File: src/design/mem_pkg.sv
/*
 * Shared sizes and types for the SRAM subsystem.
 * mem_depth must be a power of two, since the BIST address counter wraps.
 * mem_dw must be a multiple of 8 for the Wishbone byte selects.
 */

package mem_pkg;

   //##########################################################################
   // sizes
   //##########################################################################

   localparam int mem_dw    = 32;                 // data width
   localparam int mem_depth = 256;                // words in the array
   localparam int mem_aw    = $clog2(mem_depth);  // word address width
   localparam int mem_sel_w = mem_dw / 8;         // byte selects per word

   //##########################################################################
   // types
   //##########################################################################

   // one access into the single-port memory
   typedef struct packed {
      logic              en;    // access valid
      logic              we;    // write, else read
      logic [mem_dw-1:0] wem;   // per-bit write enable
      logic [mem_aw-1:0] addr;  // word address
      logic [mem_dw-1:0] din;   // write data
   } mem_req_t;

   // march test phases, in run order
   typedef enum logic [2:0] {
      idle    = 3'd0,  // waiting for start
      w0_up   = 3'd1,  // write 0, ascending
      r0w1_up = 3'd2,  // read 0 then write 1, ascending
      r1w0_dn = 3'd3,  // read 1 then write 0, descending
      r0_up   = 3'd4,  // read 0, ascending
      done    = 3'd5   // drain last compare
   } bist_state_t;

endpackage

File: src/design/mem_bist.sv
/*
 * March C- style BIST: w0 up, r0w1 up, r1w0 down, r0 up.
 * One access per cycle; read checks rely on the read-before-write array.
 * A run takes 4 * mem_depth + 2 cycles from the start edge to done.
 * The run overwrites the whole array and leaves it all zero.
 */

`timescale 1ns/1ps

module mem_bist
   import mem_pkg::*;
(
   input  logic              clk,       // memory clock
   input  logic              rst_n,     // async reset, active low
   input  logic              start,     // sampled only in idle
   input  logic [mem_dw-1:0] rd_data,   // read word from the wrapper
   output mem_req_t          bist_req,  // access toward the wrapper
   output logic              active,    // owns the memory port
   output logic              done,      // one-cycle end-of-run pulse
   output logic              fail       // sticky mismatch flag
);

   localparam logic [mem_aw-1:0] addr_max = mem_aw'(mem_depth - 1);  // top word

   bist_state_t       state_q;   // march phase
   logic [mem_aw-1:0] addr_q;    // up/down address counter
   logic              done_q;    // end pulse
   logic              fail_q;    // sticky fail
   logic              chk_v_q;   // a read is due back this cycle
   logic [mem_dw-1:0] chk_exp_q; // its expected value
   logic              is_rd;     // current access carries a check
   logic [mem_dw-1:0] exp_word;  // expected old word at current address

   //##########################################################################
   // request decode
   //##########################################################################

   always_comb begin
      bist_req      = '0;       // idle and drain issue nothing
      bist_req.wem  = '1;       // BIST always writes full words
      bist_req.addr = addr_q;
      is_rd         = 1'b0;
      exp_word      = '0;
      case (state_q)
         w0_up: begin
            bist_req.en  = 1'b1;
            bist_req.we  = 1'b1;   // din stays zero
         end
         r0w1_up: begin
            bist_req.en  = 1'b1;
            bist_req.we  = 1'b1;
            bist_req.din = '1;     // old word must be 0
            is_rd        = 1'b1;
         end
         r1w0_dn: begin
            bist_req.en  = 1'b1;
            bist_req.we  = 1'b1;   // back to zero
            is_rd        = 1'b1;
            exp_word     = '1;     // old word must be all ones
         end
         r0_up: begin
            bist_req.en  = 1'b1;   // plain read
            is_rd        = 1'b1;
         end
         default: ;
      endcase
   end

   //##########################################################################
   // phase sequencer
   //##########################################################################

   always_ff @(posedge clk or negedge rst_n) begin
      if (!rst_n) begin
         state_q <= idle;
         addr_q  <= '0;
         done_q  <= 1'b0;
         fail_q  <= 1'b0;
         chk_v_q <= 1'b0;
      end else begin
         done_q  <= 1'b0;                    // pulse by default
         chk_v_q <= is_rd;                   // read returns next cycle
         if (chk_v_q && (rd_data != chk_exp_q)) begin
            fail_q <= 1'b1;                  // sticky until next start
         end
         case (state_q)
            idle: begin
               if (start) begin
                  state_q <= w0_up;
                  addr_q  <= '0;
                  fail_q  <= 1'b0;           // fresh run
               end
            end
            w0_up: begin
               addr_q <= addr_q + 1'b1;      // wraps to 0 for next phase
               if (addr_q == addr_max) state_q <= r0w1_up;
            end
            r0w1_up: begin
               if (addr_q == addr_max) state_q <= r1w0_dn;  // descend from top
               else addr_q <= addr_q + 1'b1;
            end
            r1w0_dn: begin
               if (addr_q == '0) state_q <= r0_up;          // ascend from bottom
               else addr_q <= addr_q - 1'b1;
            end
            r0_up: begin
               addr_q <= addr_q + 1'b1;
               if (addr_q == addr_max) state_q <= mem_pkg::done;
            end
            mem_pkg::done: begin
               if (!chk_v_q) begin           // last compare has landed
                  state_q <= idle;
                  done_q  <= 1'b1;
               end
            end
            default: state_q <= idle;
         endcase
      end
   end

   // expected value follows the read by one cycle
   always_ff @(posedge clk) begin
      chk_exp_q <= exp_word;
   end

   assign active = (state_q != idle);  // port held through the drain cycle
   assign done   = done_q;
   assign fail   = fail_q;

endmodule

File: config.mk
export PLATFORM = sky130hd
export DESIGN_NAME = mem_bist
export DESIGN_NICKNAME = d
export VERILOG_FILES = /design/src/design/mem_pkg.sv /design/src/design/mem_bist.sv
export SDC_FILE = /design/constraint.sdc
export NUM_CORES = 1
export LEC_CHECK = 0
export BUFFER_PORTS_ARGS = -buffer_cell sky130_fd_sc_hd__buf_4
export CAP_MARGIN = 5
export CORE_ASPECT_RATIO = 0.7
export CORE_MARGIN = 4
export CORE_UTILIZATION = 30
export DETAILED_ROUTE_END_ITERATION = 12
export SETUP_SLACK_MARGIN = 0.2
export SYNTH_ARGS = -nofsm -noshare
export SYNTH_HDL_FRONTEND = slang
export SYNTH_SLANG_ARGS = --single-unit
File: constraint.sdc
create_clock -name clk -period 5.6 [get_ports clk]
set_clock_uncertainty 0.2 [all_clocks]
set_input_delay 0.84 -clock clk [delete_from_list [all_inputs] [get_ports clk]]
set_output_delay 0.84 -clock clk [all_outputs]
set_load 0.02 [all_outputs]
After elaboration in Yosys (flattened, before gate mapping):

Index checks and enable logic that the tools add are counted.
Widths: inputs -> output; s select.

* flip-flop bits (word level): 46
* input port bits: 35
* output and inout bits: 77
* logic and storage cells: 55

* add/sub/neg operators: 2
* equality and inequality tests: 15
* multiplexer cells: 21
* reduce and logical (&&, ||, !) cells: 11

Operator list (number)
* $mux 32: 2
* $ne 32x32->1: 1
* $pmux 8 s4: 1
* $mux 8: 3
* $mux 3: 6
* $pmux 3 s6: 1
* $ne 2x2->1 const B: 8
* $add 8x1->8 const B: 1
* $eq 8x8->1 const B: 1
* $logic_not 8->1: 1
* $mux 1: 8
* $sub 8x1->8 const B: 1
* $eq 3x2->1 const B: 2
* $eq 3x3->1 const B: 2
* $reduce_and 6->1: 1
* $reduce_or 3->1: 2
* $reduce_and 4->1: 1
* $reduce_bool 4->1: 1
* $reduce_or 4->1: 1
* $eq 3x1->1 const B: 1
* $logic_not 3->1: 1
* $reduce_bool 3->1: 1
* $reduce_or 2->1: 1
* $logic_and 1x1->1: 1

Depth between registers and ports, before layout:

* depth after elaboration: 5
* depth in mapped cells: 11
* depth with buffers taken out: 10

Least setup slack after synthesis:

Ideal clock, no wire load.

* path type: register to output
* from: reg state_q[1]
* to: out bist_req[10] (netlist name)
* data arrival time: 2.403 ns
* required time: 4.560 ns
* setup slack: 2.157 ns
* cell stages (with the launch flop): 5
* path buffers: 2
* cell sequence: dfrtp_1 clkbuf_1 nand2b_1 nor2_1 buf_4

RTL lines
* start: declaration: RTL line mem_bist.sv:25 `bist_state_t state_q;`
* start signal: assignment: RTL line mem_bist.sv:75 `state_q <= idle;`
* start signal: assignment: RTL line mem_bist.sv:89 `state_q <= w0_up;`
* start signal: assignment: RTL line mem_bist.sv:96 `if (addr_q == addr_max) state_q <= r0w1_up;`
* end: declaration: RTL line mem_bist.sv:17 `output mem_req_t bist_req,`

==> impl_results.md <==
- Synth async-reset ratio: 93.3%
- Sequential element share of the synthesized area: 22.3%
- Tcrit/Tclk final: a little under three fifths
- Fmax: 312 MHz
- DRT iter0 DRCs: 39
- Initial antenna violation count: 0
- First-pass GRT wire length: 6.05 mm
- Unique cell type count in the Yosys netlist: 45
- Largest net degree at the start of global routing: 33
- Final hold viol count: 0
- Number of global-route vias before repair: around 1200
- Later-pin clock latency in the skew report: around 0.25 ns
- Primary FF master, synth: dfrtp_1
- Final count of negative-setup-slack endpoints: 0
- Port buffer count: 79
- Layout cells sized above 1: 36.3%
- Clock power frac: between 10 and 15%
- Hold_ws: 0.235 ns
- DRT antenna net count: 0
- Top-area cell type share of the netlist area: 29.4%
- Worst setup SP type: flop
- Clock Path Buffers: 2
- Root Driver: clkbuf_8
- Worst Hold Class: in -> async
- Routed vias: 1427
- Sw Share: between 40% and 50%
- DR pass1 iterations: 4
- Syn Area/Cell: 7.83 µm²
- Largest area contributor in the netlist: buf_4
- # nets final: about 300
- Pwr dens: 363 nW/µm²
- Worst endpoint required time: between 4 and 5 ns
- Internal power: 390 µW
- CTS tree: done
- Design area: about 2000 µm²
- I/O pin count: 112
- Slew HR: 31.4%
- Die area: 6800 µm²
- Sink Count: 15
- Routed vias/inst: 4.35
- Net Sw Power: 335 µW
- Placer Congestion: 0.821
- Number of buffers created by CTS: 3
- Mapped Area: 1660 µm²
- Setup TNS: 0 ns
- YS warnings: 0
- Setup Fix Bufs, Post-CTS: 0
- Synth-to-layout area growth: 20.4%
- Arr. time, crit path: 2.17 ns
- Initial core utilization: 31.4%
- MaxCap Viol Count: 0
- Placed inst area: roughly 2000 µm²
- Status: complete, no violations
- Leakage power: approximately 0.001 µW
- Comb pwr share: 56.5%
- # resized after CTS: 0
- Max FO, Critical Path: 32
- CP Class: reg -> out
- Post-synth EDFFs: 0
- Worst-Margin Slew: roughly 1.0 ns
- Rows: 22
- Htree depth: 1
- Peak VDD IR: about 0.00015 V
- Post-Synthesis Cells: approximately 210
- Grt ovf: 0
- Clock transition at the registers of the reported paths: 0.06 ns
- Routed wire length: 3.79 mm
- Drt wl/cell: 11.6 µm
- Pins Over Slew Limit: 0
- Number of synthesized register bits: 15
- Critical path endpoint category: primary output
- Post-route minimum period: approximately 3.2 ns
- Drc violations: 0
- RSZ-0062 raised after global routing: false
- Die width: 96.9 µm
- Detailed Place HPWL: 3.12 mm
- Main area contributors after synthesis: buf_4 (29%), dfrtp_1 (21%), nor3_1 (3.9%)
- Cts hold-fix bufs: 0
- Gr usage total: a little over a tenth
- N_diodes: 0
- Seq pwr share: 31.1%
- Die Ht: ~70 µm
- Core ar.: 5290 µm²
- Final Core Density: 37.8%
## power groups by stage
stage	Combinational [µW]	Sequential [µW]	Clock (µW)
2_1_floorplan	301	233	0
3_3_place_gp	411	228	0
3_5_place_dp	411	228	0
4_1_cts	413	226	93.4
5_1_grt	453	240	98.4
6_report	410	225	90.1
## sequential cells by signal, indices dropped and copies added (netlist names)
name	cells
addr_q	8
done	1
state_q	3
chk_v_q	1
chk_exp_q	1
fail	1
## logic make-up (layout without fill, tap and decap cells)
kind of cell | count (synthesis) | count (layout) | synth area share, %
fa+ha+maj | 5 | 5 | 3.70
flops | 15 | 15 | 22.3
other cells | 1 | 32 | 0.226
xor+xnor | 6 | 6 | 3.62
mux | 1 | 1 | 0.679
simple gates | 73 | 73 | 22.8
compound gates | 37 | 37 | 15.0
buf+inv | 74 | 87 | 31.7
## layout by cell type, fill, tap and decap left out, drive strengths merged, types with 2 or more instances in the layout
master  synthesis  routed
nand4           6       6
nand2b          2       2
o31ai           2       2
buf            66      79
ha              4       4
a31oi           6       6
xnor2           3       3
or4             2       2
nor4            5       5
nand3           4       4
nor2           16      16
dfrtp          14      14
conb            1      32
clkbuf          4       4
or3             3       3
a21oi           7       7
inv             4       4
nor3           13      13
xor2            3       3
nand2          17      17
o21ai          13      13
## synthesized netlist by cell type (2+ instances only)
cell type	count
nor2_1	16
a21oi_1	7
xnor2_1	2
buf_4	65
o21ai_1	7
or3_1	2
nand2_1	17
nor4_1	5
inv_1	3
o31ai_1	2
nor3_1	13
ha_1	4
o21ai_0	4
nand2b_1	2
clkbuf_1	4
nand4_1	6
or4_1	2
nand3_1	4
a31oi_1	6
dfrtp_1	14
xor2_1	3
## worst paths after layout
| check | from | endpoint | slack [ns] | cells after the start |
|---|---|---|---|---|
| max in group asynchronous | rst_n | state_q[1] | 4.79 | 1 |
| min reg2reg | chk_v_q | done | 0.31 | 1 |
| max | state_q[1] | bist_req[21] | 2.39 | 3 |
| max reg2reg | state_q[2] | addr_q[7] | 2.69 | 9 |
| min | rst_n | addr_q[0] | 0.24 | 1 |
| min in group clk | chk_v_q | done | 0.31 | 1 |
## worst max-delay path: stages, from the launching register on
cell	delay, ns
dfrtp_1	0.61
nand2b_1	0.20
nor2_2	0.81
buf_4	0.29
## per-stage QoR
step	setup WS [ns]	total power, µW	std cells
floorplan	2.16	534	243
global route	2.15	791	328
CTS	2.35	733	328
global placement	2.68	638	324
detailed placement	2.63	639	324
finish	2.39	725	328
## metal layers
| layer | track usage, % | up-vias | part of all wire, % |
|---|---|---|---|
| li1 | - | 729 | - |
| met5 | 0 | - | 0 |
| met4 | 1.87 | 0 | 0.82 |
| met1 | 15.0 | 642 | 46 |
| met3 | 3.29 | 2 | 7.6 |
| met2 | 15.4 | 54 | 45 |
## area by class of cell
cell class / count / area [µm²]
repair buffers: 79 / 593
clock buffers: 4 / 45.0
inverters: 4 / 17.5
fillers: 563 / 3290
well taps: 72 / 90.1
multi-input cells: 154 / 882
flip-flops and latches: 15 / 370
(Power assumes the default switching activity.)
