--- src/design/mem_pkg.sv ---
/*
 * Shared sizes and types for the SRAM subsystem.
 * mem_depth must be a power of two, since the BIST address counter wraps.
 * mem_dw must be a multiple of 8 for the Wishbone byte selects.
 */

package mem_pkg;

   //##########################################################################
   // sizes
   //##########################################################################

   localparam int mem_dw    = 32;                 // data width
   localparam int mem_depth = 256;                // words in the array
   localparam int mem_aw    = $clog2(mem_depth);  // word address width
   localparam int mem_sel_w = mem_dw / 8;         // byte selects per word

   //##########################################################################
   // types
   //##########################################################################

   // one access into the single-port memory
   typedef struct packed {
      logic              en;    // access valid
      logic              we;    // write, else read
      logic [mem_dw-1:0] wem;   // per-bit write enable
      logic [mem_aw-1:0] addr;  // word address
      logic [mem_dw-1:0] din;   // write data
   } mem_req_t;

   // march test phases, in run order
   typedef enum logic [2:0] {
      idle    = 3'd0,  // waiting for start
      w0_up   = 3'd1,  // write 0, ascending
      r0w1_up = 3'd2,  // read 0 then write 1, ascending
      r1w0_dn = 3'd3,  // read 1 then write 0, descending
      r0_up   = 3'd4,  // read 0, ascending
      done    = 3'd5   // drain last compare
   } bist_state_t;

endpackage

--- src/design/wb_mem_slave.sv ---
/*
 * Wishbone classic slave onto the single-port memory.
 * Host must hold cyc/stb and the request until ack, one access per cycle.
 * ack comes 2 cycles after stb is sampled; longer while BIST is running.
 * dat_r is only meaningful for reads in the ack cycle.
 */

`timescale 1ns/1ps

module wb_mem_slave
   import mem_pkg::*;
(
   input  logic                 clk,          // bus clock, same as memory
   input  logic                 rst_n,        // async reset, active low
   input  logic                 cyc,          // bus cycle
   input  logic                 stb,          // strobe
   input  logic                 we,           // write
   input  logic [mem_aw-1:0]    adr,          // word address
   input  logic [mem_sel_w-1:0] sel,          // byte selects
   input  logic [mem_dw-1:0]    dat_w,        // write data
   output logic [mem_dw-1:0]    dat_r,        // read data
   output logic                 ack,          // registered ack
   input  logic                 bist_active,  // memory busy with BIST
   output mem_req_t             req,          // request to the wrapper
   input  logic [mem_dw-1:0]    rd_data       // read word from the wrapper
);

   logic [mem_dw-1:0] wem_exp;  // byte selects widened to bits
   logic              issue;    // accept the bus request this edge
   logic              req_en_q; // request presented to memory
   logic              pend_q;   // bus cycle taken, not yet finished
   logic              ack_q;    // ack register
   logic              we_q;     // payload
   logic [mem_dw-1:0] wem_q;
   logic [mem_aw-1:0] addr_q;
   logic [mem_dw-1:0] din_q;

   //##########################################################################
   // request capture
   //##########################################################################

   always_comb begin
      for (int i = 0; i < mem_sel_w; i++) begin
         wem_exp[i*8 +: 8] = {8{sel[i]}};  // one select per byte lane
      end
   end

   assign issue = cyc & stb & ~pend_q & ~bist_active;

   always_ff @(posedge clk) begin
      if (issue) begin
         we_q   <= we;
         wem_q  <= wem_exp;
         addr_q <= adr;
         din_q  <= dat_w;
      end
   end

   //##########################################################################
   // handshake
   //##########################################################################

   always_ff @(posedge clk or negedge rst_n) begin
      if (!rst_n) begin
         req_en_q <= 1'b0;
         pend_q   <= 1'b0;
         ack_q    <= 1'b0;
      end else begin
         ack_q <= 1'b0;                           // single-cycle ack
         if (issue) begin
            req_en_q <= 1'b1;
            pend_q   <= 1'b1;                     // block a second issue
         end else if (req_en_q && !bist_active) begin
            req_en_q <= 1'b0;                     // memory took it this edge
            ack_q    <= 1'b1;
         end                                      // else held behind BIST
         if (ack_q) pend_q <= 1'b0;               // host moves on after ack
      end
   end

   assign req   = '{en: req_en_q, we: we_q, wem: wem_q, addr: addr_q, din: din_q};
   assign ack   = ack_q;
   assign dat_r = rd_data;  // array read lands in the ack cycle

endmodule

--- config.mk ---
export PLATFORM = sky130hd
export DESIGN_NAME = wb_mem_slave
export DESIGN_NICKNAME = d
export VERILOG_FILES = /design/src/design/mem_pkg.sv /design/src/design/wb_mem_slave.sv
export SDC_FILE = /design/constraint.sdc
export NUM_CORES = 1
export LEC_CHECK = 0
export BUFFER_PORTS_ARGS = -buffer_cell sky130_fd_sc_hd__buf_2
export CAP_MARGIN = 20
export CORE_ASPECT_RATIO = 0.6
export CORE_MARGIN = 2
export CORE_UTILIZATION = 31
export DETAILED_ROUTE_END_ITERATION = 6
export GPL_TIMING_DRIVEN = 0
export HOLD_SLACK_MARGIN = 0.15
export PLACE_DENSITY = 0.79
export SETUP_SLACK_MARGIN = 0.4
export SYNTH_ARGS = -nofsm -noshare
export SYNTH_HDL_FRONTEND = slang
export SYNTH_SLANG_ARGS = --single-unit
export TNS_END_PERCENT = 20
--- constraint.sdc ---
create_clock -name clk -period 7.1 [get_ports clk]
set_input_delay 1.42 -clock clk [delete_from_list [all_inputs] [get_ports clk]]
set_output_delay 1.42 -clock clk [all_outputs]
set_load 0.05 [all_outputs]
# After elaboration in Yosys (flattened, before gate mapping)
# Cells that the tools add are included.
[op_classes]
mux = 6
bitwise = 5
reduce_logical = 4
[ops]
columns = ["op", "n"]
rows = [
  ["1-bit 2-to-1 mux", 6],
  ["2-bit nonzero test", 2],
  ["1-bit AND", 3],
  ["1-bit NOT", 2],
  ["1-bit logical AND", 1],
  ["1-bit logical NOT", 1],
]
[word_totals]
reg_bits = 69
input_bits = 82
out_inout_bits = 107
elab_cells = 22

# Depth between registers and ports, before layout
# Gate-level depths: netlist of run 1.
[depth]
word_depth = 5
mapped_depth = 2
depth_no_buf = 2

# Worst setup path before layout of run 1
# OpenSTA, ideal clock, no wires.
[synth_timing]
kind = "input port to flip-flop"
start = "input port bist_active"
end = "register addr_q[0] (enable)"
setup_time_ns = 0.504
arrival_ns = 4.587
required_ns = 6.596
path_slack_ns = 2.009
path_stages = 1
n_path_buf = 0
cell_sequence = "nor3_1"
[synth_via]
elab_chain_cells = 2
[synth_rtl]
columns = ["element", "line", "source"]
rows = [
  ["from (decl)", "wb_mem_slave.sv:23", "input logic bist_active,"],
  ["1-bit NOT", "wb_mem_slave.sv:48", "assign issue = cyc & stb & ~pend_q & ~bist_active;"],
  ["1-bit AND", "wb_mem_slave.sv:48", ""],
  ["to (signal assigned)", "wb_mem_slave.sv:54", "addr_q <= adr;"],
  ["to (decl)", "wb_mem_slave.sv:35", "logic [mem_aw-1:0] addr_q;"],
]
# No other way between the ends.
# A chain may end at the register's enable or synchronous reset.

# Worst setup path in the final report of run 1
[layout_timing]
start = "input port rd_data[31]"
end = "output port dat_r[31]"
[layout_lines]
columns = ["element", "line", "source"]
rows = [
  ["from (decl)", "wb_mem_slave.sv:25", "input logic [mem_dw-1:0] rd_data"],
  ["to (decl)", "wb_mem_slave.sv:21", "output logic [mem_dw-1:0] dat_r,"],
]
# No word-level cell between the ends.

==> results.sh, run 1 <==
export IMPL_post_cts_repair_setup_buffers=0
export IMPL_critPathMaxStageDelay_ns=0.25
export IMPL_via_per_inst=3.753
export IMPL_layout_commonest_cell="buf_2"
export IMPL_die_w_um=106.2
export IMPL_setup_violations=0
export IMPL_hp_class="flip-flop to flip-flop"
export IMPL_area_delta_synth_final_pct=54.32
export IMPL_cp_num_buf_inv=2
export IMPL_routed_via_count=1385
export IMPL_arrival_ns=1.75
export IMPL_path_cells="buf_4 > buf_2"
export IMPL_io_pins=189
export IMPL_clockBufferDepth=2
export IMPL_relSlewSlack_pct=43.28
export IMPL_cp_startpoint="rd_data[31]"
export IMPL_dr_first_iter_drc_count=33
export IMPL_synthCells=118
export IMPL_fin_tns_setup_ns=0
export IMPL_htreeDepth=2
export IMPL_antenna_found_initial=0
export IMPL_synth_seq_cells=48
export IMPL_peakVddDrop_v=0.0001024
export IMPL_routed_wl_mm=4.073
export IMPL_utilization_pct=49.26
export IMPL_nFillCells=551
export IMPL_cp_depth=2
export IMPL_cts_buffers=5
export IMPL_min_period_ns=3.171
export IMPL_dieArea_um2=6934
export IMPL_wl_per_cell_um=11.04
export IMPL_grt_pass1_wl_mm=5.651
export IMPL_path_class="input port to output port"
export IMPL_path_clk_slew_ns=0.09
export IMPL_core_um2=6083
export IMPL_syn_avg_cell_area_um2=16.46
export IMPL_ys_seq_area_share_pct=73.45
export IMPL_final_cell_mix="156 x buf_2, 63 x buf_4, 45 x edfxtp_1"
export IMPL_grt_pass1_vias=1194
export IMPL_cts_tree="built"
export IMPL_grt_usage_pct=10.86
export IMPL_r2r_start="pend_q"
export IMPL_synth_area_um2=1942
export IMPL_diodes=0
export IMPL_postPlaceCellArea_um2=2870
export IMPL_critPathMaxFanout=1
export IMPL_start_util_pct=31.92
export IMPL_cts_num_sinks=48
export IMPL_fin_ws_ns=3.929
export IMPL_fin_area_um2=2997
export IMPL_drc=0
export IMPL_whs_path_depth=1
export IMPL_syn_num_nets=200
export IMPL_status="completed"
export IMPL_maxCapViolations=0
export IMPL_pre_cts_ws_ns=3.928
export IMPL_drt_pass1_iter_count=4
export IMPL_worst_pin_slew_ns=0.8461
export IMPL_path_delay_family="buffers and inverters"
export IMPL_grt_max_degree=15
export IMPL_routabilityCongestion=0.6848
export IMPL_fmax_ghz=0.3154
export IMPL_hold_viol=0
export IMPL_ctsResizeCount=0
export IMPL_cts_hold_buffers_added=0
export IMPL_insertion_delay_ns=0.29
export IMPL_clock_tree_root_cell="clkbuf_8"
export IMPL_port_buffer_count=156
export IMPL_cp_slowest_cell="buf_2"
export IMPL_yosysWarnings=0
export IMPL_yosysUniqueCellTypes=10
export IMPL_leakage_nw=1.470
export IMPL_fin_crit_sh_pct=44.66
export IMPL_startpoint_type="input port"
export IMPL_endpoint_kind="output port"
export IMPL_rows=22
export IMPL_drive_above_1_share_pct=81.05
export IMPL_ant_nets=0
export IMPL_r2r_worst_path_cells=3
export IMPL_rsz0062_at_grt="false"
export IMPL_holdCritStartpoint="ack"
export IMPL_fin_skew_ns=0.004476
export IMPL_die_y_um=65.31
export IMPL_drv_slew=0
export IMPL_cp_required_ns=5.68
export IMPL_dp_hpwl_mm=3.411
export IMPL_power_density_nw_per_um2=205.9
export IMPL_grt_overflow=0
export IMPL_power_total_uw=617.1
export IMPL_nNetsFinal=366
-- path summary, 6_finish.rpt --
path                        endpoint  slack [ns]
max in group asynchronous   req_en_q        6.08
max reg2reg                wem_q[15]        5.21
min reg2reg                   pend_q        0.48
min in group asynchronous     pend_q        0.91
min                           pend_q        0.48
max                        dat_r[31]        3.93
-- state kept, by name (all words and copies together) (netlist names) --
| register | flops |
|---|---|
| addr_q | 8 |
| ack | 1 |
| din_q | 32 |
| wem_q | 4 |
| pend_q | 1 |
| req_en_q | 1 |
| we_q | 1 |
-- cells in the mapped netlist (all sizes together) --
master	number	share of area, %
buf	62	24
dfrtp	3	3.9
edfxtp	45	70
inv	1	0.19
nand2	2	0.52
nand2b	1	0.32
nor3	1	0.26
o211a	1	0.52
o31ai	2	0.77
-- metal layers --
layer  share of wire (%)  track usage [%]
met4                0.39            3.454
met1                  36            12.06
met2                  50            17.87
met5                   0                0
met3                  14            6.151
-- final cells by class --
type,instances,area (um2),area share [%]
repair buffers,159,818.3,27.31
flip-flops and latches,48,1426,47.60
multi-input cells,7,51.30,1.712
clock buffers,7,96.34,3.215
well taps,84,105.1,3.507
clock inverters,1,30.03,1.002
plain buffers,62,465.4,15.53
inverters,1,3.754,0.1253
-- logic make-up (layout without fill, tap and decap cells) --
family          after synthesis  after routing  share of synthesized area, %
compound gates                3              3                         1.288
simple gates                  4              4                         1.095
buf+inv                      63            230                         24.16
flops                        48             48                         73.45
-- stage by stage --
stage                     hold WS [ns]  instances
after global routing            0.5173        369
after floorplan                 0.4722        118
final                           0.4837        369
after CTS                       0.4839        369
after detailed placement        0.4714        361
after global placement          0.4592        358
-- report_power, final --
group | switching (mW) | internal, mW | leakage, nW
logic | 0.0607 | 0.0321 | 0.964
clock network | 0.0852 | 0.124 | 0.0645
registers | 0.00183 | 0.313 | 0.442
total | 0.148 | 0.469 | 1.47
(Power assumes the default switching activity.)
==> inputs of run 2 (changes only) <==
ABC_AREA = 1   (was default)
PLACE_DENSITY = 0.82   (was 0.79)
clock period = 2.74 ns   (was 7.1 ns; I/O delays follow)
==> run 2 against run 1 <==
Net effect:
- first-iteration DRC count is 30% higher
- routed wire length is 3.9% higher
- critical endpoint is now req[69]
- core utilization is 0.45 points higher
==> results.sh, run 2 <==
export IMPL_synth_area_um2=1951
export IMPL_grt_max_degree=23
export IMPL_fin_crit_sh_pct=62.97
export IMPL_core_um2=6083
export IMPL_wl_per_cell_um=11.31
export IMPL_postPlaceCellArea_um2=2898
export IMPL_synth_common_cells="62 x buf_4, 45 x edfxtp_1, 6 x nand2_1"
export IMPL_htreeDepth=2
export IMPL_antenna_found_initial=0
export IMPL_cp_num_buf_inv=2
export IMPL_layout_commonest_cell="buf_2"
export IMPL_port_buffer_count=156
export IMPL_path_clk_slew_ns=0.10
export IMPL_async_flop_share_pct=6.250
export IMPL_path_class="flip-flop to output port"
export IMPL_cp_depth=2
export IMPL_dp_hpwl_mm=3.414
export IMPL_yosys_top_cells_area="edfxtp_1 69%, buf_4 24%, dfrtp_1 3.8%"
export IMPL_arrival_ns=1.18
export IMPL_final_cell_mix="156 x buf_2, 62 x buf_4, 45 x edfxtp_1"
export IMPL_synth_top_area_cell="edfxtp_1"
export IMPL_drc=0
export IMPL_via_per_inst=3.751
export IMPL_grt_usage_pct=11.74
export IMPL_netlist_area_leader_share_pct=69.28
export IMPL_diodes=0
export IMPL_routed_wl_mm=4.231
export IMPL_post_cts_repair_setup_buffers=0
export IMPL_cts_num_sinks=48
export IMPL_io_pins=189
export IMPL_path_delay_family="flip-flops"
export IMPL_pwr_share_seq_pct=49.1
export IMPL_min_period_ns=1.725
export IMPL_dieArea_um2=6964
export IMPL_critPathMaxFanout=8
export IMPL_drv_slew=0
export IMPL_syn_num_nets=205
export IMPL_endpoint_kind="output port"
export IMPL_synth_edf_count=45
export IMPL_r2r_worst_path_cells=2
export IMPL_rows=22
export IMPL_hold_viol=0
export IMPL_nNetsFinal=371
export IMPL_routed_via_count=1403
export IMPL_setup_violations=0
export IMPL_dr_first_iter_drc_count=43
export IMPL_cts_hold_buffers_added=1
export IMPL_die_y_um=65.45
export IMPL_drive_above_1_share_pct=78.97
export IMPL_synthCells=123
export IMPL_switching_power_uw=497.1
export IMPL_final_cells=374
export IMPL_leakage_nw=1.485
export IMPL_regMostFlops="din_q"
export IMPL_die_w_um=106.4
export IMPL_worst_pin_slew_ns=0.5177
export IMPL_synth_most_common_cell="buf_4"
export IMPL_p_comb_share_pct=20.9
export IMPL_start_util_pct=32.06
export IMPL_yosys_most_used_dff="edfxtp_1"
export IMPL_cp_required_ns=2.19
export IMPL_largest_register_ffs=32
export IMPL_area_delta_synth_final_pct=55.04
export IMPL_grt_pass1_vias=1328
export IMPL_hold_ws_ns=0.4163
export IMPL_grt_overflow=0
export IMPL_rsz0062_at_grt="false"
export IMPL_yosysWarnings=0
export IMPL_ant_nets=0
export IMPL_grt_pass1_wl_mm=6.141
export IMPL_fin_skew_ns=0.01003
export IMPL_clockBufferDepth=2
export IMPL_clockPowerShare_pct=30.0
export IMPL_insertion_delay_ns=0.30
export IMPL_whs_path_depth=1
export IMPL_critPathMaxStageDelay_ns=0.49
export IMPL_synth_seq_cells=48
export IMPL_clock_tree_root_cell="clkbuf_8"
export IMPL_startpoint_type="flip-flop"
export IMPL_dp_cells=365
export IMPL_fin_tns_setup_ns=0
export IMPL_power_density_nw_per_um2=567.2
export IMPL_routabilityCongestion=0.6456
export IMPL_syn_avg_cell_area_um2=15.86
export IMPL_cts_buffers=5
export IMPL_reg_largest_list="din_q x32, addr_q x8, wem_q x4"
export IMPL_utilization_pct=49.71
export IMPL_peakVddDrop_v=0.0002526
export IMPL_hp_class="input port to flip-flop"
export IMPL_maxCapViolations=0
export IMPL_relSlewSlack_pct=65.37
export IMPL_swShare_pct=28.98
export IMPL_fmax_ghz=0.5796
export IMPL_intPower_mw=1.218
export IMPL_cts_tree="built"
export IMPL_path_cells="buf_4 > buf_2"
export IMPL_status="completed"
export IMPL_drt_pass1_iter_count=4
export IMPL_ctsResizeCount=0
export IMPL_ys_seq_area_share_pct=73.12
export IMPL_yosysUniqueCellTypes=8
export IMPL_cp_slowest_cell="edfxtp_1"
export IMPL_fin_area_um2=3024
run 2: changes by cell type after synthesis, sizes merged:
cell	delta
nand2	+4
inv	+2
nor2	+2
o31ai	-2
nand2b	-1
o211a	-1
o21bai	+1
run 2: worst register-to-register path: stages, from the launching register on:
cell and delay, ns:
dfrtp_1 0.43, nor3_4 0.47, buf_16 0.23
run 2: path summary, 6_finish.rpt:
| path | from | end | slack, ns |
|---|---|---|---|
| max | wem_q[24] | req[69] | 1.01 |
| min | adr[3] | addr_q[3] | 0.42 |
| max reg2reg | pend_q | din_q[17] | 1.32 |
| min reg2reg | ack | pend_q | 0.50 |
| max in group asynchronous | rst_n | pend_q | 2.04 |
| min in group asynchronous | rst_n | ack | 0.58 |
run 2: layout make-up:
type                            instances  area, um2
Buffer                                 62      465.4
Clock buffer                            5      68.82
Clock inverter                          3      47.55
Fill cell                             549       3059
Inverter                                3      11.26
Multi-Input combinational cell         10      53.80
Sequential cell                        48       1426
Tap cell                               84      105.1
Timing Repair Buffer                  159      845.8
run 2: power groups by stage:
| stage | clock (mW) | sequential [mW] | combinational (mW) |
|---|---|---|---|
| 2_1_floorplan | 0 | 0.921 | 0.202 |
| 3_3_place_gp | 0 | 0.858 | 0.347 |
| 3_5_place_dp | 0 | 0.859 | 0.360 |
| 4_1_cts | 0.541 | 0.842 | 0.362 |
| 5_1_grt | 0.575 | 0.844 | 0.377 |
| 6_report | 0.515 | 0.842 | 0.358 |
run 2: cells by family (layout without fill, tap and decap cells):
family	count (synthesis)	count (layout)	synth area share, %
DFF	48	48	73.12
AOI/OAI and AO/OA	1	1	0.3850
and+or+nand+nor	9	9	2.053
buffers and inverters	65	232	24.44
run 2: layer usage:
metal | vias to the layer above | track usage [%] | share of wire, %
met1 | 631 | 13.07 | 35
met4 | 0 | 3.454 | 0.38
met2 | 84 | 19.87 | 52
met5 | - | 0 | 0
met3 | 2 | 6.052 | 13
li1 | 686 | - | -
run 2: metrics by stage:
step	total power [mW]	worst slack (ns)
CTS	1.745	0.9791
detailed placement	1.219	1.027
floorplan	1.124	0.5696
global placement	1.205	0.02467
finish	1.715	1.015
global route	1.796	0.9298
==> inputs of run 3 (changes only) <==
PLACE_DENSITY = 0.79   (was 0.82)
clock period = 1.75 ns   (was 2.74 ns; I/O delays follow)
==> run 3 against run 2 <==
Net effect:
- setup slack worse by 0.74 ns
- clock skew down 0.0024 ns
- sequential share of layout area down 4.8 points
- die area unchanged
- non-clock buffer count is 6 higher
- sequential power rose by 56%
- count of clock-buffer cells in the layout up 3
- first-iteration DRC count down 58%
- via count grew 2.9%
- combinational power up 73%
- register-to-register slack got worse by 0.85 ns
==> results.sh, run 3 (same netlist as run 2, synthesis figures left out) <==
export IMPL_area_delta_synth_final_pct=72.80
export IMPL_swShare_pct=29.15
export IMPL_dieArea_um2=6964
export IMPL_ant_nets=0
export IMPL_clock_tree_root_cell="clkbuf_8"
export IMPL_rsz0062_at_grt="true"
export IMPL_min_period_ns=1.476
export IMPL_insertion_delay_ns=0.29
export IMPL_power_total_mw=2.599
export IMPL_cts_tree="built"
export IMPL_power_density_nw_per_um2=771.0
export IMPL_path_clk_slew_ns=0.09
export IMPL_port_buffer_count=156
export IMPL_core_um2=6083
export IMPL_die_y_um=65.45
export IMPL_r2r_worst_path_cells=3
export IMPL_startpoint_type="flip-flop"
export IMPL_switching_power_uw=757.6
export IMPL_grt_max_degree=21
export IMPL_largest_register_ffs=32
export IMPL_start_util_pct=32.06
export IMPL_clockPowerShare_pct=25.6
export IMPL_io_pins=189
export IMPL_regMostFlops="din_q"
export IMPL_routed_via_count=1443
export IMPL_reg2reg_slack_ns=0.47
export IMPL_reg_largest_list="din_q x32, addr_q x8, wem_q x4"
export IMPL_status="completed"
export IMPL_cts_num_sinks=48
export IMPL_pwr_share_seq_pct=50.6
export IMPL_setup_violations=0
export IMPL_drt_pass1_iter_count=2
export IMPL_antenna_found_initial=0
export IMPL_critPathMaxFanout=4
export IMPL_drc=0
export IMPL_drive_above_1_share_pct=79.05
export IMPL_layout_commonest_cell="buf_2"
export IMPL_clockBufferDepth=2
export IMPL_via_per_inst=3.797
export IMPL_cts_buffers=5
export IMPL_die_w_um=106.4
export IMPL_hold_viol=0
export IMPL_holdCritStartpoint="dat_w[9]"
export IMPL_routabilityCongestion=0.6833
export IMPL_nNetsFinal=377
export IMPL_grt_pass1_wl_mm=6.327
export IMPL_maxCapViolations=0
export IMPL_arrival_ns=1.13
export IMPL_p_comb_share_pct=23.9
export IMPL_intPower_mw=1.841
export IMPL_rows=22
export IMPL_fin_skew_ns=0.007629
export IMPL_routed_wl_mm=4.836
export IMPL_htreeDepth=2
export IMPL_grt_pass1_vias=1295
export IMPL_relSlewSlack_pct=82.41
export IMPL_nFillCells=520
export IMPL_whs_path_depth=1
export IMPL_dp_cells=365
export IMPL_reg2reg_to="din_q[14]"
export IMPL_final_cells=380
export IMPL_diodes=0
export IMPL_min_to="din_q[9]"
export IMPL_cp_required_ns=1.40
export IMPL_grt_usage_pct=12.12
export IMPL_hp_class="input port to flip-flop"
export IMPL_final_cell_mix="125 x buf_2, 46 x buf_4, 45 x edfxtp_1"
export IMPL_drv_slew=0
export IMPL_path_class="flip-flop to output port"
export IMPL_fin_crit_sh_pct=84.32
export IMPL_fmax_ghz=0.6777
export IMPL_leakage_nw=1.609
export IMPL_grt_overflow=0
export IMPL_dr_first_iter_drc_count=18
export IMPL_endpoint_kind="output port"
export IMPL_peakVddDrop_v=0.0004177
export IMPL_wl_per_cell_um=12.73
export IMPL_r2r_start="pend_q"
export IMPL_worst_pin_slew_ns=0.2657
## run 3: metrics by stage
step | setup slack (ns) | setup TNS (ns) | hold slack (ns) | utilization (%) | instance area, um2
2_1_floorplan | -0.2175 | -9.830 | 0.05441 | - | 1973
3_3_place_gp | -0.7735 | -35.32 | 0.1490 | 47.00 | 2859
3_5_place_dp | -0.1454 | -2.765 | 0.1534 | 47.90 | 2914
4_1_cts | 0.2543 | 0 | 0.2167 | 52.88 | 3217
5_1_grt | 0.2199 | 0 | 0.2016 | 55.41 | 3371
6_report | 0.2744 | 0 | 0.2283 | 55.41 | 3371
## run 3: power groups by stage
stage	Sequential (mW)	Clock (mW)	Combinational, mW
after floorplan	1.44	0	0.319
after detailed placement	1.34	0	0.568
final	1.31	0.664	0.620
after global placement	1.34	0	0.548
after CTS	1.32	0.691	0.600
after global routing	1.32	0.759	0.648
## run 3: area by class of cell
| cell class | instances | area (um2) | area share (%) |
|---|---|---|---|
| Sequential cell | 48 | 1426 | 42.32 |
| Timing Repair Buffer | 165 | 1127 | 33.44 |
| Buffer | 62 | 540.5 | 16.04 |
| Tap cell | 84 | 105.1 | 3.118 |
| Clock buffer | 8 | 90.09 | 2.673 |
| Multi-Input combinational cell | 10 | 70.07 | 2.079 |
| Inverter | 3 | 11.26 | 0.3341 |
## run 3: how the worst max path moves through the flow
stage / depth (start not counted) / slack (ns) / from / to
3_3_place_gp: 3 / -0.77 / cyc / din_q[14]
2_1_floorplan: 1 / -0.22 / pend_q / addr_q[0]
4_1_cts: 2 / 0.25 / wem_q[7] / req[46]
5_1_grt: 3 / 0.22 / wem_q[15] / req[53]
6_report: 3 / 0.27 / wem_q[15] / req[53]
3_5_place_dp: 5 / -0.15 / cyc / din_q[4]
## run 3: timing repair
item / CTS / global route
hold buffers: 1 / 0
gates resized for setup: 56 / 35
setup buffers: 2 / 4
gates cloned: 0 / 0
pin swaps: 1 / 0
endpoints found under the hold margin: 3 / 0
endpoints found under the setup margin: 80 / 43
## run 3: metal layers
metal / GRT usage [%] / up-vias / part of all wire [%]
li1: - / 696 / -
met1: 13.10 / 664 / 34
met2: 21.71 / 81 / 55
met3: 5.456 / 2 / 9.9
met4: 3.454 / 0 / 0.50
met5: 0 / - / 0
## run 3: worst max-delay path: stages, from the launching register on
cell and delay, ns:
edfxtp_1 0.39, buf_4 0.17, buf_4 0.13, buf_6 0.14
